## config.mk

```make
export PLATFORM = sky130hd
export DESIGN_NAME = sm83Core
export DESIGN_NICKNAME = d
export VERILOG_FILES = /design/src/common/busPkg.sv /design/src/common/sm83Pkg.sv /design/src/common/coreBus.sv /design/src/core/sm83Core.sv /design/src/core/sequencer.sv /design/src/core/irqLogic.sv /design/src/core/regFile.sv /design/src/core/alu.sv
export VERILOG_INCLUDE_DIRS = /design/src /design/src/common
export SDC_FILE = /design/constraint.sdc
export NUM_CORES = 1
export LEC_CHECK = 0
export ABC_CLOCK_PERIOD_IN_PS = 13300
export BUFFER_PORTS_ARGS = -buffer_cell sky130_fd_sc_hd__buf_2
export CORE_MARGIN = 1
export CORE_UTILIZATION = 30
export DETAILED_ROUTE_END_ITERATION = 12
export SLEW_MARGIN = 20
export SYNTH_ARGS = -nofsm -noshare
export SYNTH_HDL_FRONTEND = slang
export SYNTH_SLANG_ARGS = --single-unit
```

## constraint.sdc

```tcl
create_clock -name clk -period 13.3 [get_ports clk]
set_input_delay 2.66 -clock clk [delete_from_list [all_inputs] [get_ports clk]]
set_output_delay 2.66 -clock clk [all_outputs]
set_load 0.02 [all_outputs]
```

## src/common/sm83_consts.svh

```systemverilog
`ifndef SM83_CONSTS_SVH
`define SM83_CONSTS_SVH

// Core-wide constants for the reduced SM83 core

`define SM83_RESET_PC   16'h0000    // First opcode fetch address
`define SM83_RESET_SP   16'hFFFE    // Stack pointer after reset

`define SM83_IE_ADDR    16'hFFFF    // Internal IE register, never reaches the bus
`define SM83_IRQ_BASE   16'h0040    // Vector of IRQ line 0
`define SM83_IRQ_LINES  5           // Number of interrupt request lines

// Every machine cycle is split into this many clock slots
`define SM83_SLOTS      4

`endif
```

## src/common/busPkg.sv

```systemverilog
// Bus-side types of the SM83 core

package busPkg;

	// Kind of external access in one machine cycle
	typedef enum logic [1:0] {
		IDLE  = 2'd0,  // No strobe
		READ  = 2'd1,  // rd in slots 1 and 2
		WRITE = 2'd2   // wr in slot 2
	} busCycleT;

	typedef logic [1:0] slotT;    // Slot 0 to 3 inside a machine cycle

endpackage

```

## src/common/sm83Pkg.sv

```systemverilog
// Instruction-side types of the SM83 core

package sm83Pkg;

	// ALU operation, straight from opcode bits 5:3 of the 10ooorrr group
	typedef enum logic [2:0] {
		ADD = 3'd0,    // A + r
		ADC = 3'd1,    // A + r + carry
		SUB = 3'd2,    // A - r
		SBC = 3'd3,    // A - r - carry
		AND = 3'd4,    // A & r
		XOR = 3'd5,    // A ^ r
		OR  = 3'd6,    // A | r
		CP  = 3'd7     // Compare, flags only
	} aluOpT;

	// Register field as coded in the opcode
	typedef enum logic [2:0] {
		B     = 3'd0,
		C     = 3'd1,
		D     = 3'd2,
		E     = 3'd3,
		H     = 3'd4,
		L     = 3'd5,
		HLMEM = 3'd6,  // Memory at HL, not a register
		A     = 3'd7   // Accumulator
	} regIdxT;

	// Flag register, same bit order as the upper nibble of F
	typedef struct packed {
		logic z;       // Result zero
		logic n;       // Last op was a subtract
		logic h;       // Carry or borrow out of bit 3
		logic c;       // Carry or borrow out of bit 7
	} flagsT;

endpackage

```

## src/common/coreBus.sv

```systemverilog
`timescale 1ns/1ps

// Internal data bus and register/ALU controls

interface coreBus;

	logic [7:0]      dl;        // Operand byte latched from dataIn
	sm83Pkg::regIdxT regSel;    // Register picked by the opcode
	logic            regWe;     // Write the selected register
	logic            dlToReg;   // Write source is dl, else ALU result
	sm83Pkg::aluOpT  aluOp;     // Current ALU operation
	logic            aluGo;     // One-clock ALU commit strobe
	logic [7:0]      regA;      // Accumulator
	logic [7:0]      regOut;    // Selected register value
	logic [7:0]      aluRes;    // ALU result

	modport seq (
		output dl, regSel, regWe, dlToReg, aluOp, aluGo,
		input  regA, regOut, aluRes
	);

	modport regs (
		input  dl, regSel, regWe, dlToReg, aluOp, aluGo, aluRes,
		output regA, regOut
	);

	modport alu (
		input  regA, regOut, aluOp, aluGo,
		output aluRes
	);

endinterface

```

## src/core/sm83Core.sv

```systemverilog
`timescale 1ns/1ps
`include "sm83_consts.svh"

// Reduced SM83 core top, four clock slots per machine cycle

module sm83Core (
	input  logic                       clk,
	input  logic                       rst,
	output logic [15:0]                addr,      // Stable for a whole machine cycle
	input  logic [7:0]                 dataIn,
	output logic [7:0]                 dataOut,
	output logic                       rd,
	output logic                       wr,
	output logic                       m1,        // Opcode fetch cycle
	input  logic [`SM83_IRQ_LINES-1:0] irqTrig,   // Rising edge requests
	output logic [`SM83_IRQ_LINES-1:0] irqAck     // One clock, one-hot
);

	coreBus cb ();                   // Sequencer, registers and ALU

	logic [15:0] pc;
	logic [15:0] sp;
	logic [15:0] hl;
	logic        pcInc;
	logic        pcLoad;
	logic [15:0] pcLoadVal;
	logic        spInc;
	logic        spDec;
	logic        spLoad;
	logic        imeSet;
	logic        imeClr;
	logic        ieWrite;
	logic [7:0]  ieData;
	logic        irqPending;
	logic        wakeReq;
	logic [2:0]  irqVec;
	logic        irqTake;

	sequencer u_seq (
		.clk(clk), .rst(rst), .bus(cb.seq),
		.addr(addr), .dataIn(dataIn), .dataOut(dataOut),
		.rd(rd), .wr(wr), .m1(m1),
		.pc(pc), .sp(sp), .hl(hl),
		.pcInc(pcInc), .pcLoad(pcLoad), .pcLoadVal(pcLoadVal),
		.spInc(spInc), .spDec(spDec), .spLoad(spLoad),
		.imeSet(imeSet), .imeClr(imeClr), .ieWrite(ieWrite), .ieData(ieData),
		.irqPending(irqPending), .wakeReq(wakeReq), .irqVec(irqVec), .irqTake(irqTake)
	);

	regFile u_regs (
		.clk(clk), .rst(rst), .bus(cb.regs),
		.pcInc(pcInc), .pcLoad(pcLoad), .pcLoadVal(pcLoadVal),
		.spInc(spInc), .spDec(spDec), .spLoad(spLoad),
		.dl16({dataIn, cb.dl}),      // High byte still on the pins at load
		.pc(pc), .sp(sp), .hl(hl)
	);

	alu u_alu (.clk(clk), .rst(rst), .bus(cb.alu));

	irqLogic u_irq (
		.clk(clk), .rst(rst), .irqTrig(irqTrig), .irqAck(irqAck),
		.imeSet(imeSet), .imeClr(imeClr), .ieWrite(ieWrite), .ieData(ieData),
		.irqTake(irqTake), .irqPending(irqPending), .wakeReq(wakeReq), .irqVec(irqVec)
	);

endmodule

```

## src/core/sequencer.sv

```systemverilog
`timescale 1ns/1ps
`include "sm83_consts.svh"

module sequencer (
	input  logic        clk,
	input  logic        rst,
	coreBus.seq         bus,
	output logic [15:0] addr,
	input  logic [7:0]  dataIn,
	output logic [7:0]  dataOut,
	output logic        rd,
	output logic        wr,
	output logic        m1,
	input  logic [15:0] pc,
	input  logic [15:0] sp,
	input  logic [15:0] hl,
	output logic        pcInc,
	output logic        pcLoad,
	output logic [15:0] pcLoadVal,
	output logic        spInc,
	output logic        spDec,
	output logic        spLoad,
	output logic        imeSet,
	output logic        imeClr,
	output logic        ieWrite,
	output logic [7:0]  ieData,
	input  logic        irqPending,
	input  logic        wakeReq,
	input  logic [2:0]  irqVec,
	output logic        irqTake
);
	import sm83Pkg::*;
	import busPkg::*;

	typedef enum logic [2:0] {
		S_RESET, S_FETCH, S_READ1, S_READ2, S_WRITE, S_IDLE, S_HALT, S_DISP
	} stateT;

	stateT    state, nextState;
	slotT     slot;
	busCycleT cyc;
	logic [2:0] mc, nextMc;             // Dispatch machine cycle 0..4
	logic [7:0] opcode, dlQ, opLo;
	logic [2:0] vecQ;                   // Vector held across dispatch
	logic lastSlot, sampleSlot, instrDone, isIeAddr;
	logic isLdR, isLdSp, isJp, isStA, isHalt, isEi, isDi, isAlu;

	assign lastSlot   = slot == slotT'(`SM83_SLOTS - 1);
	assign sampleSlot = slot == slotT'(2);   // dataIn valid at end of slot 2

	// Decoder
	assign isLdR  = opcode[7:6] == 2'b00 && opcode[2:0] == 3'b110
		&& regIdxT'(opcode[5:3]) != HLMEM;
	assign isAlu  = opcode[7:6] == 2'b10 && regIdxT'(opcode[2:0]) != HLMEM;
	assign isLdSp = opcode == 8'h31;
	assign isJp   = opcode == 8'hC3;
	assign isStA  = opcode == 8'h77;    // LD (HL),A
	assign isHalt = opcode == 8'h76;
	assign isEi   = opcode == 8'hFB;
	assign isDi   = opcode == 8'hF3;

	always_ff @(posedge clk) begin
		if (rst) begin
			state <= S_RESET;
			slot  <= '0;
			mc    <= '0;
		end else if (state == S_RESET) begin
			state <= S_FETCH;             // First fetch right after reset
			slot  <= '0;
		end else begin
			slot <= lastSlot ? slotT'(0) : slot + slotT'(1);
			if (lastSlot) begin
				state <= nextState;
				mc    <= nextMc;
			end
		end
	end

	always_ff @(posedge clk) begin
		if (sampleSlot && state == S_FETCH)
			opcode <= dataIn;
		if (sampleSlot && (state == S_READ1 || state == S_READ2)) begin
			dlQ  <= dataIn;
			opLo <= dlQ;                  // Low byte of a 16-bit operand
		end
		if (irqTake)
			vecQ <= irqVec;
	end

	always_comb begin
		instrDone = 1'b0;
		nextState = state;
		nextMc    = '0;
		case (state)
			S_FETCH: begin
				if (isLdR || isLdSp || isJp) nextState = S_READ1;
				else if (isStA) nextState = S_WRITE;
				else if (isHalt) nextState = S_HALT;
				else instrDone = 1'b1;
			end
			S_READ1: if (isLdSp || isJp) nextState = S_READ2; else instrDone = 1'b1;
			S_READ2: if (isJp) nextState = S_IDLE; else instrDone = 1'b1;
			S_WRITE, S_IDLE: instrDone = 1'b1;
			S_HALT: instrDone = wakeReq;    // Leave halt on any enabled flag
			S_DISP: begin
				if (mc == 3'd4) nextState = S_FETCH;
				else nextMc = mc + 3'd1;
			end
			default: nextState = S_FETCH;
		endcase
		// Instruction boundary, DI wins over a pending request
		if (instrDone)
			nextState = (irqPending && !(state == S_FETCH && isDi)) ? S_DISP : S_FETCH;
	end

	always_comb begin
		case (state)
			S_FETCH, S_READ1, S_READ2: cyc = READ;
			S_WRITE: cyc = WRITE;
			S_DISP: cyc = (mc == 3'd2 || mc == 3'd3) ? WRITE : IDLE;
			default: cyc = IDLE;
		endcase
		case (state)
			S_WRITE: addr = hl;
			S_DISP: addr = sp;              // Walks down as the PC is pushed
			default: addr = pc;
		endcase
	end

	assign isIeAddr = addr == `SM83_IE_ADDR;
	assign m1       = state == S_FETCH;
	assign rd       = cyc == READ && (slot == slotT'(1) || slot == slotT'(2));
	assign wr       = cyc == WRITE && slot == slotT'(2) && !isIeAddr;
	assign ieWrite  = cyc == WRITE && slot == slotT'(2) && isIeAddr;
	assign dataOut  = (state != S_DISP) ? bus.regA : (mc == 3'd2) ? pc[15:8] : pc[7:0];
	assign ieData   = dataOut;

	// PC and SP steps, all at a machine cycle edge except the SP load
	assign pcInc     = lastSlot && (state == S_FETCH || state == S_READ1 || state == S_READ2);
	assign pcLoad    = lastSlot && (state == S_IDLE || (state == S_DISP && mc == 3'd4));
	assign pcLoadVal = (state == S_DISP) ? `SM83_IRQ_BASE + {10'd0, vecQ, 3'b000}
		: {dlQ, opLo};
	assign spLoad    = sampleSlot && state == S_READ2 && isLdSp;
	assign spDec     = lastSlot && state == S_DISP && (mc == 3'd1 || mc == 3'd2);
	assign spInc     = 1'b0;         // No pop in this opcode subset

	assign imeSet  = lastSlot && state == S_FETCH && isEi;
	assign imeClr  = lastSlot && state == S_FETCH && isDi;
	assign irqTake = state == S_DISP && mc == 3'd0 && slot == slotT'(0);

	// Register file and ALU controls
	assign bus.dl      = dlQ;
	assign bus.regSel  = (state == S_READ1) ? regIdxT'(opcode[5:3]) : regIdxT'(opcode[2:0]);
	assign bus.regWe   = lastSlot && state == S_READ1 && isLdR;
	assign bus.dlToReg = state == S_READ1;
	assign bus.aluOp   = aluOpT'(opcode[5:3]);
	assign bus.aluGo   = lastSlot && state == S_FETCH && isAlu;

endmodule

```

## src/core/irqLogic.sv

```systemverilog
`timescale 1ns/1ps
`include "sm83_consts.svh"

// Interrupt flags, enables, master enable and priority

module irqLogic (
	input  logic                       clk,
	input  logic                       rst,
	input  logic [`SM83_IRQ_LINES-1:0] irqTrig,
	output logic [`SM83_IRQ_LINES-1:0] irqAck,
	input  logic                       imeSet,
	input  logic                       imeClr,
	input  logic                       ieWrite,
	input  logic [7:0]                 ieData,
	input  logic                       irqTake,
	output logic                       irqPending,
	output logic                       wakeReq,
	output logic [2:0]                 irqVec
);

	logic [`SM83_IRQ_LINES-1:0] trigQ;      // Previous trigger level
	logic [`SM83_IRQ_LINES-1:0] ifQ;        // IF
	logic [`SM83_IRQ_LINES-1:0] ieQ;        // IE at 0xFFFF
	logic [`SM83_IRQ_LINES-1:0] match;
	logic [`SM83_IRQ_LINES-1:0] rise;
	logic [`SM83_IRQ_LINES-1:0] ackMask;
	logic                       ime;

	assign rise  = irqTrig & ~trigQ;
	assign match = ieQ & ifQ;

	// Lowest line number wins
	always_comb begin
		irqVec  = 3'd0;
		ackMask = '0;
		for (int i = `SM83_IRQ_LINES - 1; i >= 0; i--)
			if (match[i])
				irqVec = 3'(i);
		if (|match)
			ackMask[irqVec] = 1'b1;
	end

	always_ff @(posedge clk) begin
		if (rst) begin
			trigQ <= '0;
			ifQ   <= '0;
			ieQ   <= '0;
			ime   <= 1'b0;
		end else begin
			trigQ <= irqTrig;
			ifQ   <= (ifQ & ~(irqTake ? ackMask : '0)) | rise;   // New edge beats the clear
			if (ieWrite)
				ieQ <= ieData[`SM83_IRQ_LINES-1:0];
			if (irqTake || imeClr)
				ime <= 1'b0;                 // Dispatch masks further requests
			else if (imeSet)
				ime <= 1'b1;
		end
	end

	assign irqAck     = irqTake ? ackMask : '0;
	assign irqPending = ime && |match;
	assign wakeReq    = |match;             // Halt exit ignores IME

endmodule

```

## src/core/regFile.sv

```systemverilog
`timescale 1ns/1ps
`include "sm83_consts.svh"

// General registers plus PC and SP

module regFile (
	input  logic        clk,
	input  logic        rst,
	coreBus.regs        bus,
	input  logic        pcInc,
	input  logic        pcLoad,
	input  logic [15:0] pcLoadVal,
	input  logic        spInc,
	input  logic        spDec,
	input  logic        spLoad,
	input  logic [15:0] dl16,       // 16-bit immediate for SP
	output logic [15:0] pc,
	output logic [15:0] sp,
	output logic [15:0] hl
);
	import sm83Pkg::*;

	logic [7:0]  regs [8];          // Indexed by the opcode register field
	logic [15:0] pcQ;
	logic [15:0] spQ;
	logic [15:0] spStep;            // Shared inc/dec adder input

	always_ff @(posedge clk) begin
		if (bus.regWe)
			regs[bus.regSel] <= bus.dlToReg ? bus.dl : bus.aluRes;
		else if (bus.aluGo && bus.aluOp != CP)
			regs[A] <= bus.aluRes;       // CP leaves A alone
	end

	assign spStep = spDec ? 16'hFFFF : 16'h0001;

	always_ff @(posedge clk) begin
		if (rst) begin
			pcQ <= `SM83_RESET_PC;
			spQ <= `SM83_RESET_SP;
		end else begin
			if (pcLoad)
				pcQ <= pcLoadVal;          // Jump or interrupt vector
			else if (pcInc)
				pcQ <= pcQ + 16'd1;
			if (spLoad)
				spQ <= dl16;
			else if (spInc || spDec)
				spQ <= spQ + spStep;
		end
	end

	assign pc         = pcQ;
	assign sp         = spQ;
	assign hl         = {regs[H], regs[L]};
	assign bus.regA   = regs[A];
	assign bus.regOut = regs[bus.regSel];

endmodule

```

## src/core/alu.sv

```systemverilog
`timescale 1ns/1ps

// 8-bit ALU with its own flag register

module alu (
	input logic clk,
	input logic rst,
	coreBus.alu bus
);
	import sm83Pkg::*;

	flagsT      flags;          // Committed flags
	flagsT      flagsNext;
	logic [7:0] opA;
	logic [7:0] opB;
	logic [7:0] res;
	logic [8:0] full;           // Bit 8 is carry or borrow
	logic [4:0] half;           // Bit 4 is half carry or borrow
	logic       cin;
	logic       isSub;

	always_comb begin
		opA   = bus.regA;
		opB   = bus.regOut;
		isSub = bus.aluOp inside {SUB, SBC, CP};
		cin   = (bus.aluOp inside {ADC, SBC}) && flags.c;   // Stored carry in
		if (isSub) begin
			half = {1'b0, opA[3:0]} - {1'b0, opB[3:0]} - {4'd0, cin};
			full = {1'b0, opA} - {1'b0, opB} - {8'd0, cin};
		end else begin
			half = {1'b0, opA[3:0]} + {1'b0, opB[3:0]} + {4'd0, cin};
			full = {1'b0, opA} + {1'b0, opB} + {8'd0, cin};
		end
		res         = full[7:0];
		flagsNext.n = isSub;
		flagsNext.h = half[4];
		flagsNext.c = full[8];
		case (bus.aluOp)
			AND: begin
				res         = opA & opB;
				flagsNext.h = 1'b1;      // AND always sets H
				flagsNext.c = 1'b0;
			end
			XOR: begin
				res         = opA ^ opB;
				flagsNext.h = 1'b0;
				flagsNext.c = 1'b0;
			end
			OR: begin
				res         = opA | opB;
				flagsNext.h = 1'b0;
				flagsNext.c = 1'b0;
			end
			default: ;
		endcase
		flagsNext.z = res == 8'h00;     // CP flags its difference
	end

	assign bus.aluRes = res;

	always_ff @(posedge clk) begin
		if (rst)
			flags <= '0;
		else if (bus.aluGo)
			flags <= flagsNext;          // Commit with the A write
	end

endmodule

```

# Yosys cells after proc, flatten, opt, wreduce, memory -nomap -nowiden
# Memories as Yosys holds them, arrays and structs flattened.
# Index checks and enable logic that the tools add are counted.
# totals
regBits	84
latch_bits	0
output_inout_bits	32
romBits	0
inputBits	15
mem_bits_rw	64
n_memories	1
# op_classes
n_shift	0
n_bitwise	10
n_div	0
n_eq_ne	46
reduce_logical	64
n_addsub	9
n_mul	0
n_lt_le_gt_ge	2
mux	52
# memory_table
memory	words	width	rd	rd_clocked_by_memory_dff	wr	line_no	text
u_regs.regs	8	8	4	0	1	regFile.sv:23	logic [7:0] regs [8];
# op_table
cell	n
$mux 16	6
$mux 3	17
$mux 8	4
$pmux 16 s2	1
$eq 3x3->1 const B	10
$logic_and 1x1->1	30
$eq 8x8->1 const B	3
$pmux 8 s3	1
$eq 3x2->1 const B	6
$add 16x1->16 const B	1
$add 16x16->16	1
$eq 16x16->1 const B	1
$eq 8x7->1 const B	2
$and 5x5->5	3
$ne 3x3->1 const B	5
$pmux 3 s5	1
$mux 1	14
$reduce_and 6->1	2
$logic_or 1x1->1	11
$mux 5	2
$not 5->5	2
$add 8x8->9	1
$add 9x1->9	1
$eq 3x1->1 const B	3
other kinds (39)	55

# Longest topological paths before layout
# logic_depth
ltp_word	15
ltp_mapped	17

# Hierarchy
# A second synthesis with hierarchy kept.
# hier_totals
hier_cells	995
hier_area_um2	9646.8
# modules_own_cells
module	area_each_um2	seq_area_each_um2	instances	cells_per_inst
regFile	4725.8	2562.5	1	401
sequencer	2836.5	970.9	1	341
alu	1378.8	20.0	1	180
irqLogic	705.7	320.3	1	73

# Worst setup path after synthesis
# Ideal clock, no wire load.
# synth_timing
kind	register -> output
startpoint	register u_seq.state[2]
endpoint	output port wr
stages_incl_launch_ff	9
slack_ns	8.335
t_arrival_ns	2.305
path_buffers	2
path_cell_list	dfxtp_1 > buf_2 > nand2_2 > buf_2 > o22ai_1 > a211oi_1 > nand4_1 > nor4_2 > nor2_1
# synth_via
elab_cells_between_ends	13
# synth_rtl
element	line_no	text
start: declaration	sequencer.sv:39	stateT state, nextState;
start signal: assignment	sequencer.sv:73	state <= nextState;
$eq 3x3->1	sequencer.sv:123	case (state)
$pmux 16 s2 (*)	sequencer.sv:123	
net addr[14]	sm83Core.sv:9	output logic [15:0] addr,
$eq 16x16->1 (no source line) (*)	-	
$logic_not 1->1 (*)	sequencer.sv:133	assign wr = cyc == WRITE && slot == slotT'(2) && !isIeAddr;
$logic_and 1x1->1 (*)	sequencer.sv:133	
end: declaration	sm83Core.sv:13	output logic wr,
# The timed path passes the listed nets; every way through them passes the cells marked *.

# Final worst setup path
# layout_timing
startpoint	register u_seq.state[1]
endpoint	memory u_regs.regs[5][7], data pin
# layout_via
elab_chain_cells	9
elab_cells_between_ends	24
# layout_rtl
element	line_no	text
$eq 3x2->1 / $eq 3x1->1 (equally long branches)	-	
$mux 3 / $logic_and 1x1->1 (equally long branches)	sequencer.sv:153, sequencer.sv:157	
$mem_v2 8x8 / $logic_and 1x1->1 (equally long branches)	-	
$add 8x8->9 (tied with other cells)	alu.sv:32	full = {1'b0, opA} + {1'b0, opB} + {8'd0, cin};
$add 9x1->9 (tied with other cells)	alu.sv:32	
$mux 9 / $mux 1 (equally long branches)	alu.sv:27, regFile.sv:29	
$pmux 8 s3 / $mux 1 (equally long branches)	alu.sv:38, regFile.sv:32	
$mux 8 / $reduce_or 8->1 (equally long branches)	-	
$mux 8 (no source line) (*)	-	
end: declaration	regFile.sv:23	
# Every way passes the cells marked *; elsewhere a longest branch is shown, timed or not.

==> run_results.csv <==
group,metric,value,unit
routing,wl,27000,um
setup_path,slowest_delay,0.94,ns
synthesis,yosysTopAreaCellShare,0.303,
cells_and_area,fill_cells,3038,
sta,fin_setup_tns,0,ns
sta,rsz0062_at_grt,"no",
sta,finalClockSkew,0.0255,ns
setup_path,r2r-end,"u_regs.regs[5][7]",
cells_and_area,diodes,0,
setup_path,cp_max_fo,24,
clock_tree,cts_tree,"built",
clock_tree,cts_buffers,17,
clock_tree,htree_levels,4,
routing,drcViolationCount,0,
placement,portBuffers,46,
floorplanning,io-pin-count,47,
cells_and_area,synthToLayoutAreaGrowth,14.1,%
power,leakagePower,3.93,nW
clock_tree,cts-hold-fix-buffers,0,
synthesis,synthCells,910,
setup_path,crit_top_cell,"o21ai_0",
run_status,status,"finished clean",
global_routing,grt_start_max_net_pins,46,
global_routing,grt_remaining_overflow,0,
synthesis,ys_ff_latch,148,
min_path,whs_path_depth,1,
cells_and_area,nNetsFinal,1016,
setup_path,crit_type,"flop to flop",
setup_path,crit_required,13.40,ns
setup_path,reg2reg_from,"u_seq.state[1]",
sta,slew_violations,0,
placement,place_congestion,0.928,
synthesis,synth_area_leaders,"edfxtp_1, dfxtp_1, ha_1, mux4_2, a21oi_1",
synthesis,syn_avg_cell_area,9.92,um2
routing,vias,7444,
setup_path,reg2reg_depth,15,
sta,max_freq,0.159,GHz
min_path,holdPathEnd,"u_seq.slot[0]",
synthesis,synth_edf_count,91,
floorplanning,rows,63,
clock_tree,clockBufferDepth,2,
sta,relSlewSlack,0.228,
setup_path,cp_cell_sequence,"inv_2, or3_4, a21oi_4, mux4_2, mux2_2, fa_1, inv_1, ha_1, o21ai_0, nand3b_1, a31oi_1, o21ai_0, xor2_1, o211ai_1, o21ai_0",
sta,min_period,6.28,ns
global_routing,grt_pass1_wl,41400,um
clock_tree,ctsResizeCount,0,
routing,postRouteAntennaNets,0,
min_path,hold_start,"u_seq.slot[0]",
placement,dp_cells,1315,
clock_tree,cts-root-buf,"clkbuf_16",
setup_path,slowest_stage,"dfxtp_1",
cells_and_area,drive_gt1_frac,0.148,
clock_tree,cts.sinks,148,
synthesis,yosys.cell_types.count,74,
clock_tree,path_clk_slew,0.06,ns
cells_and_area,finalNonFillerCells,1347,
synthesis,netlist_area,9030,um2
sta,holdWs,0.478,ns
floorplanning,dieWidth,175,um
setup_path,r2r_slack,7.02,ns
routing,drtPass1Iterations,6,
routing,routedWlPerCell,20.1,um
sta,hold_viol,0,
synthesis,synth_top_cell_by_area,"edfxtp_1",
sta,worst-slew-pin-transition,1.13,ns
global_routing,first_global_vias,7056,
floorplanning,dieArea,30800,um2
floorplanning,die_h,175,um
floorplanning,core_area,29600,um2
synthesis,yosysSeqAreaShare,0.429,
power,peakVddDrop,63.4,uV
routing,vias_per_cell,5.53,
power,p_per_area,101,nW/um2
setup_path,cp.arrival,6.38,ns
floorplanning,start_util,0.305,
routing,drt-initial-drc-count,690,
placement,hpwlAfterDp,20000,um
run,cap_violations,0,
sta,period_share,0.472,
clock_tree,clk_latency,0.44,ns
global_routing,grt_usage,0.178,
clock_tree,postCtsSetupBuffers,0,
synthesis,async_reset_ff_frac,0,
synthesis,yosysWarnings,0,
setup_path,end_kind,"flop",
min_path,min_path_type,"flop to flop",
global_routing,antenna_found_initial,0,
setup_path,start_kind,"flop",
synthesis,synth_top_flop_cell,"edfxtp_1",
sta,finalSetupViolations,0,
layer usage:
metal | wire [um] | vias up | global-route usage | part of all wire
met5 | 0 | - | 0 | 0
met4 | 770 | 0 | 0.0703 | 0.028
met3 | 2090 | 37 | 0.0338 | 0.077
met2 | 12100 | 298 | 0.276 | 0.45
met1 | 12100 | 3651 | 0.243 | 0.45
li1 | - | 3458 | - | -
worst max-delay path: cells and delay by family, from the launching register on:
| kind | cells | cell delay (ns) |
|---|---|---|
| XOR/XNOR | 1 | 0.20 |
| AO/OA/AOI/OAI | 6 | 2.11 |
| buffers and inverters | 2 | 0.36 |
| adder cells (fa/ha/maj) | 2 | 0.71 |
| multiplexers | 2 | 0.93 |
| flip-flops | 1 | 0.94 |
| AND/OR/NAND/NOR | 2 | 0.70 |
cell families (layout without fill, tap and decap cells):
| kind of cell | after synthesis | in the layout | synth area share |
|---|---|---|---|
| AO/OA/AOI/OAI | 250 | 250 | 0.188 |
| XOR/XNOR | 37 | 37 | 0.0359 |
| adder cells (fa/ha/maj) | 57 | 57 | 0.0831 |
| buffers and inverters | 124 | 164 | 0.0561 |
| flip-flops | 148 | 148 | 0.429 |
| multiplexers | 41 | 41 | 0.0687 |
| other | 1 | 8 | 0.000415 |
| AND/OR/NAND/NOR | 252 | 252 | 0.139 |
registers in the layout, summed over array words and instances (netlist names), 3 cells and up:
name,count
u_seq.state,3
u_regs.regs,64
u_irq.ifQ,5
u_seq.opLo,8
u_regs.pc,16
u_seq.mc,3
u_seq.vecQ,3
u_seq.opcode,8
u_irq.trigQ,5
u_irq.ieQ,5
u_seq.bus.dl,8
u_regs.sp,16
stage by stage:
| step | total power [W] | cell area, um2 | utilization | worst slack, ns |
|---|---|---|---|---|
| floorplan | 0.000530 | 9050 | - | 8.33 |
| global placement | 0.000542 | 9670 | 0.326 | 7.35 |
| detailed placement | 0.000542 | 9670 | 0.326 | 7.16 |
| CTS | 0.00105 | 10300 | 0.347 | 7.07 |
| global route | 0.00107 | 10300 | 0.348 | 6.60 |
| finish | 0.00104 | 10300 | 0.348 | 7.02 |
synthesized netlist by cell type (4+ instances only):
master	count
nor3b_1	4
nand2b_1	20
nand2_1	66
inv_1	62
a21oi_1	55
xor2_1	15
nor2b_1	6
buf_4	4
a21o_1	14
fa_1	5
a211oi_1	12
a311oi_1	4
o211ai_1	7
dfxtp_1	57
o2111ai_1	4
a221oi_1	24
xnor2_1	22
a31oi_1	6
buf_1	4
clkbuf_1	33
nor4_1	8
edfxtp_1	91
nor2_1	62
nor3_1	21
o22ai_1	19
o21ai_0	48
o21a_1	6
and3_1	7
buf_2	9
o311ai_0	7
nand4_1	9
inv_2	9
nand3_1	26
o221ai_1	8
ha_1	52
mux4_2	16
mux2_2	8
mux2i_1	17
a22oi_1	9
power breakdown:
group | total [W] | internal, W | switching (W)
clock network | 0.000508 | 0.000307 | 0.000201
registers | 0.000491 | 0.000489 | 0.00000208
logic | 0.0000417 | 0.0000147 | 0.0000270
total | 0.00104 | 0.000811 | 0.000231
final cells by class:
type,count,area [um2],area share
Multi-Input combinational cell,645,4710,0.457
Sequential cell,148,3870,0.376
Clock buffer,21,493,0.0478
Tap cell,390,488,0.0474
Timing Repair Buffer,60,335,0.0325
Inverter,72,270,0.0262
Clock inverter,11,131,0.0128
placed cells by master, fill, tap and decap left out, drive strengths merged, types with 21 or more instances in the layout:
master,synthesis,routed
o21ai,48,48
inv,71,77
nand2,67,67
a221oi,24,24
nand3,26,26
dfxtp,57,57
ha,52,52
clkbuf,33,21
a21oi,56,56
xnor2,22,22
buf,19,60
nor3,22,22
edfxtp,91,91
nor2,63,63
worst max-delay path by stage:
| stage | from | slack, ns | end | depth (start not counted) |
|---|---|---|---|---|
| detailed placement | u_seq.state[1] | 7.16 | u_regs.regs[3][7] | 15 |
| finish | u_seq.state[1] | 7.02 | u_regs.regs[5][7] | 15 |
| global placement | u_seq.state[1] | 7.35 | u_regs.regs[4][7] | 15 |
| floorplan | u_seq.state[2] | 8.33 | wr | 8 |
| global route | u_seq.state[1] | 6.60 | u_regs.regs[5][7] | 15 |
| CTS | u_seq.state[1] | 7.07 | u_regs.regs[5][7] | 15 |
Note: power is estimated with default switching activity, not from simulation.
